[src/source/displayTypesPkg.sv]
/*
 * Display bus types and panel init sequence
 * Bus word carried to the 8080 writer, the shortened ILI9486 power-up
 * table in portrait and landscape form, and the strobe divider width
 */
package displayTypesPkg;

    localparam int initLength = 14;
    localparam int clockDivWidth = 6;

    // One byte on the panel bus, isData is the dc level
    typedef struct packed {
        logic       isData;
        logic [7:0] value;
    } busWord_t;

    // Portrait uses MADCTL 0x98, columns end at 319 and pages at 479
    localparam busWord_t initTablePortrait [initLength] = '{
        '{1'b0, 8'h11},
        '{1'b0, 8'h36},
        '{1'b1, 8'h98},
        '{1'b0, 8'h2A},
        '{1'b1, 8'h00},
        '{1'b1, 8'h00},
        '{1'b1, 8'h01},
        '{1'b1, 8'h3F},
        '{1'b0, 8'h2B},
        '{1'b1, 8'h00},
        '{1'b1, 8'h00},
        '{1'b1, 8'h01},
        '{1'b1, 8'hDF},
        '{1'b0, 8'h2C}
    };

    // Landscape swaps the end bytes and flips the scan direction
    localparam busWord_t initTableLandscape [initLength] = '{
        '{1'b0, 8'h11},
        '{1'b0, 8'h36},
        '{1'b1, 8'hB8},
        '{1'b0, 8'h2A},
        '{1'b1, 8'h00},
        '{1'b1, 8'h00},
        '{1'b1, 8'h01},
        '{1'b1, 8'hDF},
        '{1'b0, 8'h2B},
        '{1'b1, 8'h00},
        '{1'b1, 8'h00},
        '{1'b1, 8'h01},
        '{1'b1, 8'h3F},
        '{1'b0, 8'h2C}
    };

endpackage

[src/source/pixelTypesPkg.sv]
/*
 * Pixel types
 * Incoming 16-bit pixel word, the supported input formats and the
 * panel's RGB565 layout with its field widths
 */
package pixelTypesPkg;

    localparam int pixelWidth = 16;

    // Panel field widths, red is most significant
    localparam int redWidth = 5;
    localparam int greenWidth = 6;
    localparam int blueWidth = 5;

    // RGBA4444 nibble positions, alpha sits in the lowest nibble
    localparam int nibbleWidth = 4;
    localparam int redNibbleLsb = 12;
    localparam int greenNibbleLsb = 8;
    localparam int blueNibbleLsb = 4;

    typedef logic [pixelWidth-1:0] pixelIn_t;

    typedef enum logic {
        formatRgb565Reversed,
        formatRgba4444
    } pixelFormat_t;

    typedef struct packed {
        logic [redWidth-1:0]   red;
        logic [greenWidth-1:0] green;
        logic [blueWidth-1:0]  blue;
    } panelPixel_t;

endpackage

[src/source/streamSlice.sv]
/*
 * Stream register slice
 * Two-entry skid buffer on a valid/ready link; both ready and the
 * output are registered, one word per cycle when the link flows
 */
`timescale 1ns/1ps

module streamSlice #(
    parameter type payload_t = logic [7:0]
) (
    input  logic     aclk,
    input  logic     resetn,
    input  logic     inValid,
    output logic     inReady,
    input  payload_t inData,
    output logic     outValid,
    input  logic     outReady,
    output payload_t outData
);
    payload_t skidData;
    logic     skidValid;
    logic     inAccept;
    logic     outFree;
    logic     skidNext;

    assign inAccept = inValid && inReady;
    assign outFree = !outValid || outReady;

    // Skid entry fills when the output stalls and drains when it moves
    always_comb
    begin
        if (outFree)
            skidNext = 1'b0;
        else
            skidNext = skidValid || inAccept;
    end

    always_ff @(posedge aclk)
    begin
        if (!resetn)
        begin
            outValid <= 1'b0;
            skidValid <= 1'b0;
            inReady <= 1'b0;
        end
        else
        begin
            skidValid <= skidNext;
            inReady <= !skidNext;
            if (outFree)
                outValid <= skidValid || inAccept;
        end
    end

    always_ff @(posedge aclk)
    begin
        if (outFree)
            outData <= skidValid ? skidData : inData;
        if (!outFree && inAccept)
            skidData <= inData;
    end

endmodule

[src/source/pixelConverter.sv]
/*
 * Pixel format converter
 * Maps each incoming pixel to panel RGB565 using the selected format,
 * result registered with one cycle of latency
 */
`timescale 1ns/1ps

module pixelConverter (
    input  logic                        aclk,
    input  logic                        resetn,
    input  pixelTypesPkg::pixelFormat_t format,
    input  logic                        inValid,
    output logic                        inReady,
    input  pixelTypesPkg::pixelIn_t     inPixel,
    output logic                        outValid,
    input  logic                        outReady,
    output pixelTypesPkg::panelPixel_t  outPixel
);
    import pixelTypesPkg::*;

    panelPixel_t converted;

    always_comb
    begin
        if (format == formatRgba4444)
        begin
            // Nibble to the top of each field, alpha dropped
            converted.red = {inPixel[redNibbleLsb +: nibbleWidth],
                             {(redWidth - nibbleWidth){1'b0}}};
            converted.green = {inPixel[greenNibbleLsb +: nibbleWidth],
                               {(greenWidth - nibbleWidth){1'b0}}};
            converted.blue = {inPixel[blueNibbleLsb +: nibbleWidth],
                              {(blueWidth - nibbleWidth){1'b0}}};
        end
        else
        begin
            // Red arrives in the low bits
            converted.red = inPixel[0 +: redWidth];
            converted.green = inPixel[redWidth +: greenWidth];
            converted.blue = inPixel[redWidth + greenWidth +: blueWidth];
        end
    end

    assign inReady = !outValid || outReady;

    always_ff @(posedge aclk)
    begin
        if (!resetn)
            outValid <= 1'b0;
        else if (inReady)
            outValid <= inValid;
    end

    always_ff @(posedge aclk)
    begin
        if (inValid && inReady)
            outPixel <= converted;
    end

endmodule

[src/source/commandSequencer.sv]
/*
 * Command sequencer
 * Sends the panel init table once after reset, then splits every
 * RGB565 pixel into a high and a low data byte
 */
`timescale 1ns/1ps

module commandSequencer #(
    parameter bit landscape = 1'b0
) (
    input  logic                       aclk,
    input  logic                       resetn,
    input  logic                       pixValid,
    output logic                       pixReady,
    input  pixelTypesPkg::panelPixel_t pixData,
    output logic                       wordValid,
    input  logic                       wordReady,
    output displayTypesPkg::busWord_t  word
);
    import displayTypesPkg::*;

    localparam int indexWidth = $clog2(initLength);

    // State names the next word to be loaded into the output register
    typedef enum logic [1:0] {
        stateInit,
        stateHighByte,
        stateLowByte
    } state_t;

    state_t                state;
    logic [indexWidth-1:0] initIndex;
    logic [7:0]            lowByte;
    logic                  wordFree;
    busWord_t              tableWord;

    assign wordFree = !wordValid || wordReady;
    assign pixReady = (state == stateHighByte) && wordFree;

    always_comb
    begin
        if (landscape)
            tableWord = initTableLandscape[initIndex];
        else
            tableWord = initTablePortrait[initIndex];
    end

    always_ff @(posedge aclk)
    begin
        if (!resetn)
        begin
            state <= stateInit;
            initIndex <= '0;
            wordValid <= 1'b0;
        end
        else
        begin
            case (state)
                stateInit:
                begin
                    if (wordFree)
                    begin
                        wordValid <= 1'b1;
                        initIndex <= initIndex + 1'b1;
                        if (initIndex == indexWidth'(initLength - 1))
                            state <= stateHighByte;
                    end
                end
                stateHighByte:
                begin
                    if (pixValid && wordFree)
                    begin
                        wordValid <= 1'b1;
                        state <= stateLowByte;
                    end
                    else if (wordReady)
                    begin
                        wordValid <= 1'b0;
                    end
                end
                default:
                begin
                    // Low byte follows once the high byte has gone
                    if (wordFree)
                    begin
                        wordValid <= 1'b1;
                        state <= stateHighByte;
                    end
                end
            endcase
        end
    end

    // The packed pixel is already the RGB565 word, red on top
    always_ff @(posedge aclk)
    begin
        if (state == stateInit && wordFree)
            word <= tableWord;
        else if (pixReady && pixValid)
        begin
            word <= '{isData: 1'b1, value: pixData[15:8]};
            lowByte <= pixData[7:0];
        end
        else if (state == stateLowByte && wordFree)
            word <= '{isData: 1'b1, value: lowByte};
    end

endmodule

[src/source/parallelBusWriter.sv]
/*
 * 8080 parallel bus writer
 * Puts one bus word per wr strobe on data and dc; the low and high
 * phases of wr each last clockDiv+1 cycles
 */
`timescale 1ns/1ps

module parallelBusWriter #(
    parameter int unsigned clockDiv = 1
) (
    input  logic                      aclk,
    input  logic                      resetn,
    input  logic                      wordValid,
    output logic                      wordReady,
    input  displayTypesPkg::busWord_t word,
    output logic [7:0]                data,
    output logic                      dc,
    output logic                      cs,
    output logic                      wr
);
    import displayTypesPkg::*;

    typedef enum logic [1:0] {
        stateIdle,
        stateStrobeLow,
        stateStrobeHigh
    } state_t;

    state_t                   state;
    logic [clockDivWidth-1:0] divCount;
    logic                     divDone;

    assign divDone = (divCount == clockDivWidth'(clockDiv));

    // Last high cycle counts as idle so strobes run back to back
    assign wordReady = (state == stateIdle) || (state == stateStrobeHigh && divDone);

    always_ff @(posedge aclk)
    begin
        if (!resetn)
        begin
            state <= stateIdle;
            divCount <= '0;
            data <= 8'h00;
            dc <= 1'b1;
            cs <= 1'b1;
            wr <= 1'b1;
        end
        else
        begin
            cs <= 1'b0;
            divCount <= divDone ? '0 : divCount + 1'b1;
            if (wordReady)
            begin
                divCount <= '0;
                if (wordValid)
                begin
                    data <= word.value;
                    dc <= word.isData;
                    wr <= 1'b0;
                    state <= stateStrobeLow;
                end
                else
                begin
                    state <= stateIdle;
                end
            end
            else if (state == stateStrobeLow && divDone)
            begin
                // Panel samples data and dc on this rising edge
                wr <= 1'b1;
                state <= stateStrobeHigh;
            end
        end
    end

endmodule

[src/source/displayController.sv]
/*
 * ILI9486 display controller
 * Pixel stream in, 8080 bus out: input slice, format converter,
 * second slice, command sequencer and strobe writer
 */
`timescale 1ns/1ps

module displayController #(
    parameter int unsigned clockDiv = 1,
    parameter bit          landscape = 1'b0
) (
    input  logic                        aclk,
    input  logic                        resetn,
    input  pixelTypesPkg::pixelFormat_t format,
    input  logic                        sValid,
    output logic                        sReady,
    input  pixelTypesPkg::pixelIn_t     sPixel,
    output logic [7:0]                  data,
    output logic                        dc,
    output logic                        cs,
    output logic                        wr
);
    import pixelTypesPkg::*;
    import displayTypesPkg::*;

    pixelIn_t    rawPixel;
    logic        rawValid;
    logic        rawReady;
    panelPixel_t convPixel;
    logic        convValid;
    logic        convReady;
    panelPixel_t seqPixel;
    logic        seqValid;
    logic        seqReady;
    busWord_t    busWord;
    logic        busValid;
    logic        busReady;

    streamSlice #(.payload_t(pixelIn_t)) inputSlice (
        .aclk(aclk), .resetn(resetn),
        .inValid(sValid), .inReady(sReady), .inData(sPixel),
        .outValid(rawValid), .outReady(rawReady), .outData(rawPixel)
    );

    pixelConverter converter (
        .aclk(aclk), .resetn(resetn), .format(format),
        .inValid(rawValid), .inReady(rawReady), .inPixel(rawPixel),
        .outValid(convValid), .outReady(convReady), .outPixel(convPixel)
    );

    streamSlice #(.payload_t(panelPixel_t)) panelSlice (
        .aclk(aclk), .resetn(resetn),
        .inValid(convValid), .inReady(convReady), .inData(convPixel),
        .outValid(seqValid), .outReady(seqReady), .outData(seqPixel)
    );

    commandSequencer #(.landscape(landscape)) sequencer (
        .aclk(aclk), .resetn(resetn),
        .pixValid(seqValid), .pixReady(seqReady), .pixData(seqPixel),
        .wordValid(busValid), .wordReady(busReady), .word(busWord)
    );

    parallelBusWriter #(.clockDiv(clockDiv)) writer (
        .aclk(aclk), .resetn(resetn),
        .wordValid(busValid), .wordReady(busReady), .word(busWord),
        .data(data), .dc(dc), .cs(cs), .wr(wr)
    );

endmodule

[config.mk]
export PLATFORM = sky130hd
export DESIGN_NAME = displayController
export DESIGN_NICKNAME = d
export VERILOG_FILES = /design/src/source/displayTypesPkg.sv /design/src/source/pixelTypesPkg.sv /design/src/source/streamSlice.sv /design/src/source/pixelConverter.sv /design/src/source/commandSequencer.sv /design/src/source/parallelBusWriter.sv /design/src/source/displayController.sv
export SDC_FILE = /design/constraint.sdc
export NUM_CORES = 1
export LEC_CHECK = 0
export BUFFER_PORTS_ARGS = -buffer_cell sky130_fd_sc_hd__buf_2
export CELL_PAD_IN_SITES_DETAIL_PLACEMENT = 1
export CELL_PAD_IN_SITES_GLOBAL_PLACEMENT = 1
export CORE_MARGIN = 3
export CORE_UTILIZATION = 54
export DETAILED_ROUTE_END_ITERATION = 6
export MAX_ROUTING_LAYER = met4
export PLACE_DENSITY_LB_ADDON = 0.1
export SLEW_MARGIN = 20
export SYNTH_ARGS = -nofsm -noshare
export SYNTH_HDL_FRONTEND = slang
export SYNTH_SLANG_ARGS = --single-unit
[constraint.sdc]
create_clock -name aclk -period 5 [get_ports aclk]
set_input_delay 0.75 -clock aclk [delete_from_list [all_inputs] [get_ports aclk]]
set_output_delay 0.75 -clock aclk [all_outputs]
set_load 0.05 [all_outputs]
Word-level counts from Yosys, hierarchy flattened --
Memories as Yosys holds them, arrays and structs flattened. Cells that the tools add are included.
Storage, ports and cells: bits in registers 130, ROM bits 144, input port bits 20, output and inout bits 12, word-level logic and storage cells 116, memories kept 1
Cells by class: $add $sub $neg 2, order comparisons 1, eq/ne operators 11, mux-type cells 26, bitwise gates (word level) 3, reductions and logical operators 39
Memories:
- (name not given) | words 16, width 9, rd ports 1, clocked after Yosys merged registers in 0, write ports 0, RTL line commandSequencer.sv:45 | tableWord = initTablePortrait[initIndex];
Operators with widths (number):
- 2-to-1 mux 16 bit | 3
- 2-to-1 mux 9 bit | 5
- logical AND 1 bit | 12
- 2-to-1 mux 2 bit | 6
- 2-to-1 mux 1 bit | 11
- AND reduction 2 bit | 5
- zero test 1 bit | 8
- logical OR 1 bit | 7
- adder 6 x 1 -> 6 bit (second input constant) | 1
- equality test 6 x 1 -> 1 bit (second input constant) | 1
- != test 2 x 1 -> 1 bit (second input constant) | 3
- >= comparator 5 bit (second input constant) | 1
- NOT 4 -> 5 bit | 1
- adder 4 x 1 -> 4 bit (second input constant) | 1
- equality test 2 x 1 -> 1 bit (second input constant) | 2
- equality test 2 bit (second input constant) | 2
- equality test 4 bit (second input constant) | 1
- zero test 2 bit | 2
- one-hot mux 2 bit (2 select lines) | 1
- AND reduction 4 bit | 1
- nonzero test 2 bit | 2
- != test 3 x 2 -> 1 bit (second input constant) | 1
- nonzero test 3 bit | 1
- OR reduction 3 bit | 1
- other kinds (2) | 3

Logic depth before layout (Yosys ltp) --
depth in word-level cells 8, mapped depth 9, depth with buffers taken out 6

Hierarchy --
A second synthesis with hierarchy kept.
Second synthesis, totals: cells, all modules 380, area, all modules 5595.4 um2
Modules (own cells, without submodules):
- streamSlice | times used 2, cells each 60, area an instance 1323.8 um2, sequential area each 1021.0 um2
- commandSequencer | times used 1, cells each 134, area an instance 1396.3 um2, sequential area each 650.6 um2
- parallelBusWriter | times used 1, cells each 87, area an instance 803.3 um2, sequential area each 380.4 um2
- pixelConverter | times used 1, cells each 39, area an instance 748.2 um2, sequential area each 500.5 um2

Least setup slack after synthesis --
OpenSTA, ideal clock, no wires.
path kind register to register, start register writer.divCount[0], end register panelSlice.skidData[0] (netlist bit), enable pin, library setup time 0.388 ns, arrival 2.801 ns, data required time 4.612 ns, slack 1.812 ns, cell stages (with the launch flop) 8, buffers on the path 2, period minus slack after synthesis 3.188 ns, cell sequence dfxtp_1 -> ha_1 -> or4b_1 -> buf_2 -> o22a_1 -> buf_6 -> o21ai_1 -> nor2_1
On the way: word-level cells in the longest chain between the ends 8
RTL lines:
- start: declaration | RTL line parallelBusWriter.sv:30 | logic [clockDivWidth-1:0] divCount;
- start signal: assignment | RTL line parallelBusWriter.sv:52 | divCount <= divDone ? '0 : divCount + 1'b1;
- equality test 6 x 1 -> 1 bit | RTL line parallelBusWriter.sv:33 | assign divDone = (divCount == clockDivWidth'(clockDiv));
- logical AND 1 bit | RTL line parallelBusWriter.sv:36 | assign wordReady = (state == stateIdle) || (state == stateStrobeHigh && divDone);
- logical OR 1 bit | RTL line parallelBusWriter.sv:36
- logical OR 1 bit | RTL line commandSequencer.sv:37 | assign wordFree = !wordValid || wordReady;
- logical AND 1 bit | RTL line commandSequencer.sv:38 | assign pixReady = (state == stateHighByte) && wordFree;
- logical OR 1 bit | RTL line streamSlice.sv:27 | assign outFree = !outValid || outReady;
- named net panelSlice.outFree | RTL line streamSlice.sv:23 | logic outFree;
- zero test 1 bit | RTL line streamSlice.sv:59 | if (!outFree && inAccept)
- logical AND 1 bit | RTL line streamSlice.sv:59
- end signal: assignment | RTL line streamSlice.sv:60 | skidData <= inData;
- end: declaration | RTL line streamSlice.sv:20 | payload_t skidData;
The timed path passes the listed nets, and every way through them passes these cells. A chain may end at the register's enable or synchronous reset.

Worst setup path after layout --
start register writer.divCount[1], end register panelSlice.skidData[3] (netlist bit), enable pin
The elaborated chain is that of the path after synthesis.

==> results by stage <==
Clocking:
- Post-CTS timing repair inserted 0 buffers for setup.
- The CTS H-tree depth is 4.
- Buffers inserted to repair hold after CTS numbered 0.
- The clock tree from TritonCTS is done.
- The clock tree root driver cell is sky130_fd_sc_hd__clkbuf_8.
- The worst-skew pair later-pin latency is around 0.52 ns.
- Clock-pin slew was measured on the worst setup and hold paths at 0.06 ns.
- Counting every sink on the clock net gives 130.
- The number of gates resized after cts is 0.
- The maximum clock insertion buffer count is 2.
- TritonCTS created 17 clock buffers.

Worst setup path:
- At the worst endpoint, the arrival time is 3.04 ns.
- The critical path capture point type is a register.
- The worst setup path is launched from a register.
- The endpoint required time on the critical path is 5.14 ns.
- The worst register-to-register path has a depth of 7.
- The critical path is of the register to register type.
- The top fanout value on the critical path is 20.

GRT:
- The via count of the first global-routing pass was 3270.
- The global-route met2 utilization is 0.367.
- The met1 track demand over resource is 0.233.
- The global routing stage identified its most utilized layer as met2.
- The met3 track utilization from global routing is 0.0602.
- The global-route wire length before repair is 17100 um.
- The total track usage is 0.211.
- The number of antenna violations at the first check in global routing came to 0.
- The pin count of the biggest net entering global routing is 24.
- The total global routing overflow is 0.

Synthesis:
- The net count of the mapped netlist is 404.
- Synthesis inferred 130 register bits.
- The gate count after technology mapping is 376.
- The average instance area after synthesis is between 10 and 15 um2.
- Of the synthesized area, sequential elements account for 0.683.
- The mapped netlist covers about 5200 um2.
- For this run, the number of Yosys warnings is 0.
- The post-synthesis async set-or-reset flop share is 0.
- The most used flip-flop cell after synthesis is sky130_fd_sc_hd__edfxtp_1.
- The count of flip-flops with a built-in enable after synthesis is slightly below 100.
- The number of different library cells in the post-synthesis netlist is 37.

Min path:
- The worst hold path was traced through 0 stages.
- The min-delay analysis places its worst path in the category register to register.

Final layout:
- After the flow finishes, the layout carries non-filler instances totaling around 550.
- The area growth from synthesis to layout is 16.1%.
- The fraction of final layout cells with drive strength greater than 1 is 0.272.
- 0 antenna diodes ended up in the layout.
- Leaving out fill and tap cells, the most frequent cell in the layout is sky130_fd_sc_hd__edfxtp_1.
- After the last flow step, the layout net total stands at 438.
- In the layout the commonest cells are 97 x sky130_fd_sc_hd__edfxtp_1, 46 x sky130_fd_sc_hd__mux2_2, 33 x sky130_fd_sc_hd__dfxtp_1.

Floorplanning:
- The floorplan step set the die height to ~100 um.
- The area of the core is between 9000 and 10000 um2.
- The total number of placement rows is 35.
- The effective utilization at floorplan is 0.561.
- Measured along the x axis, the die boundary spans roughly 100 um.
- The count of pins on the block boundary is 32.
- The die covers between 10000 and 15000 um2.

Placed design:
- The half-perimeter wire length after placement is around 6600 um.
- Port buffering added 31 buffers.
- Routability-driven placement finished with a final weighted congestion of 0.887.
- Once placement completed, the tool counted placed cells totaling 520.

Run:
- The tool flagged a number of max-cap violations equal to 0.

Timing:
- At the pin with the least slew margin, the transition time is between 0.8 and 0.9 ns.
- Across all hold checks on the routed design, the worst slack comes to approximately 0.42 ns.
- For the final database, setup skew stands at between 0.008 and 0.009 ns.
- The setup TNS after final layout is 0 ns.
- Setup repair after global routing left no endpoint under its margin.
- The max-slew violation total from the final report is 0.
- Setup violations remaining at the end of the flow were counted as 0.
- The final number of hold-violating endpoints is 0.
- The maximum frequency from static timing analysis is 0.345 GHz.
- Dividing the final minimum period by the clock period gives 0.580.
- The relative slew slack is 0.411.
- For the finished layout, the period the worst path requires is 2.90 ns.

Power and ir drop:
- The ratio of total power to cell area is roughly 430 nW/um2.
- The cell internal power dissipation is 2.00 mW.
- The share of total power dissipated in combinational logic is 0.073.
- IR analysis of the VDD net gives a maximum drop of 283 uV.
- Of the total power, the clock network draws 0.453.
- Of the total power, the share spent switching nets is 0.240.
- The analysis attributes to cell leakage a power of 2.18 nW.
- The analysis attributes to net switching a power of approximately 0.63 mW.
- The part of the power in registers is 0.474.

Route:
- For this block, the via count after detailed routing is 3070.
- The routed length per instance is 18.8 um.
- The final layout contains routed wiring with a total length of between 10000 and 15000 um.
- The post-route antenna net violation count is 0.
- For this run, design rule violations remaining after detail routing come to 0.
- After detailed routing, the number of vias per cell comes to about 5.6.
- After the first detailed-routing iteration, the DRC count stood at roughly 120.
- Before antenna repair, the detailed router went through 4 iterations.

Run status:
- The run finished with clean final reports.
kinds of logic (layout without fill, tap and decap cells):
kind of cell / after synthesis / count (layout) / share of synthesized area
mux: 56 / 56 / 0.118
flops: 130 / 130 / 0.683
simple gates: 88 / 88 / 0.0775
buf+inv: 31 / 78 / 0.0244
fa+ha+maj: 8 / 8 / 0.0191
xor+xnor: 4 / 4 / 0.00670
compound gates: 59 / 59 / 0.0713
metrics by stage:
step / utilization / power [mW] / cell area, um2 / worst slack [ns]
5_1_grt: 0.651 / 2.73 / 6070 / 1.87
2_1_floorplan: - / 1.40 / 5230 / 1.81
3_5_place_dp: 0.589 / 1.46 / 5500 / 1.79
6_report: 0.651 / 2.64 / 6070 / 2.10
3_3_place_gp: 0.589 / 1.45 / 5500 / 1.93
4_1_cts: 0.651 / 2.66 / 6070 / 1.71
final timing paths:
path	end	slack, ns	start
worst min register to register	sequencer.lowByte[3]$_DFFE_PP_	0.42	panelSlice.outData[3]$_DFFE_PP_
worst max register to register	panelSlice.skidData[3]$_DFFE_PP_	2.10	writer.divCount[1]$_SDFF_PP0_
worst max-delay path	panelSlice.skidData[3]$_DFFE_PP_	2.10	writer.divCount[1]$_SDFF_PP0_
worst min-delay path	sequencer.lowByte[3]$_DFFE_PP_	0.42	panelSlice.outData[3]$_DFFE_PP_
flip-flops by register name, summed over array words and instances, names as in the netlist, 2 cells and up:
signal and count:
converter.outPixel 16, inputSlice.outData 16, inputSlice.skidData 16, panelSlice.outData 16, panelSlice.skidData 16, sequencer.initIndex 4, sequencer.lowByte 8, sequencer.state 2
sequencer.word 9, writer.data 8, writer.divCount 6, writer.state 2
routing by layer:
metal  wire, um  up-vias
met5          0        -
met4        211        0
met3        346       15
li1           -     1468
met2       5520       59
met1       4310     1528
critical path: stages, from the launching register on:
cell and delay (ns):
sky130_fd_sc_hd__dfxtp_1 0.35, sky130_fd_sc_hd__inv_1 0.05, sky130_fd_sc_hd__ha_1 0.17, sky130_fd_sc_hd__or4b_1 0.30
sky130_fd_sc_hd__o22a_1 0.61, sky130_fd_sc_hd__o21ai_1 0.13, sky130_fd_sc_hd__buf_4 0.26, sky130_fd_sc_hd__nor2_2 0.65
synthesized netlist by cell type (2+ instances only):
cell type | number | share of area
sky130_fd_sc_hd__nand2_1 | 26 | 0.019
sky130_fd_sc_hd__nor2b_1 | 6 | 0.0072
sky130_fd_sc_hd__a21oi_1 | 16 | 0.015
sky130_fd_sc_hd__ha_1 | 8 | 0.019
sky130_fd_sc_hd__o22ai_1 | 9 | 0.011
sky130_fd_sc_hd__o31ai_1 | 2 | 0.0029
sky130_fd_sc_hd__o21ai_0 | 11 | 0.011
sky130_fd_sc_hd__nand2b_1 | 8 | 0.0096
sky130_fd_sc_hd__mux2_2 | 46 | 0.099
sky130_fd_sc_hd__nand3_1 | 7 | 0.0067
sky130_fd_sc_hd__edfxtp_1 | 97 | 0.56
sky130_fd_sc_hd__nor3_1 | 5 | 0.0048
sky130_fd_sc_hd__a211oi_1 | 2 | 0.0029
sky130_fd_sc_hd__a31oi_1 | 3 | 0.0036
sky130_fd_sc_hd__inv_1 | 10 | 0.0072
sky130_fd_sc_hd__clkbuf_1 | 17 | 0.012
sky130_fd_sc_hd__or3_1 | 2 | 0.0024
sky130_fd_sc_hd__nor2_1 | 28 | 0.020
sky130_fd_sc_hd__o21a_1 | 4 | 0.0057
sky130_fd_sc_hd__a221oi_1 | 6 | 0.010
sky130_fd_sc_hd__buf_2 | 3 | 0.0029
sky130_fd_sc_hd__xor2_1 | 2 | 0.0033
sky130_fd_sc_hd__and3_1 | 2 | 0.0024
sky130_fd_sc_hd__mux2i_1 | 10 | 0.019
sky130_fd_sc_hd__xnor2_1 | 2 | 0.0033
sky130_fd_sc_hd__dfxtp_1 | 33 | 0.13
layout make-up:
type	instances	area, um2
flip-flops and latches	130	3570
fillers	914	3250
multi-input cells	215	1530
clock buffers	17	414
repair buffers	36	193
well taps	129	161
clock inverters	15	160
inverters	10	37.5
power by group through the flow:
stage          combinational (mW)  sequential (mW)  clock, mW
2_1_floorplan               0.110             1.29          0
3_3_place_gp                0.184             1.27          0
3_5_place_dp                0.191             1.27          0
4_1_cts                     0.195             1.25       1.22
5_1_grt                     0.212             1.26       1.26
6_report                    0.193             1.25       1.19
(Power assumes the default switching activity.)
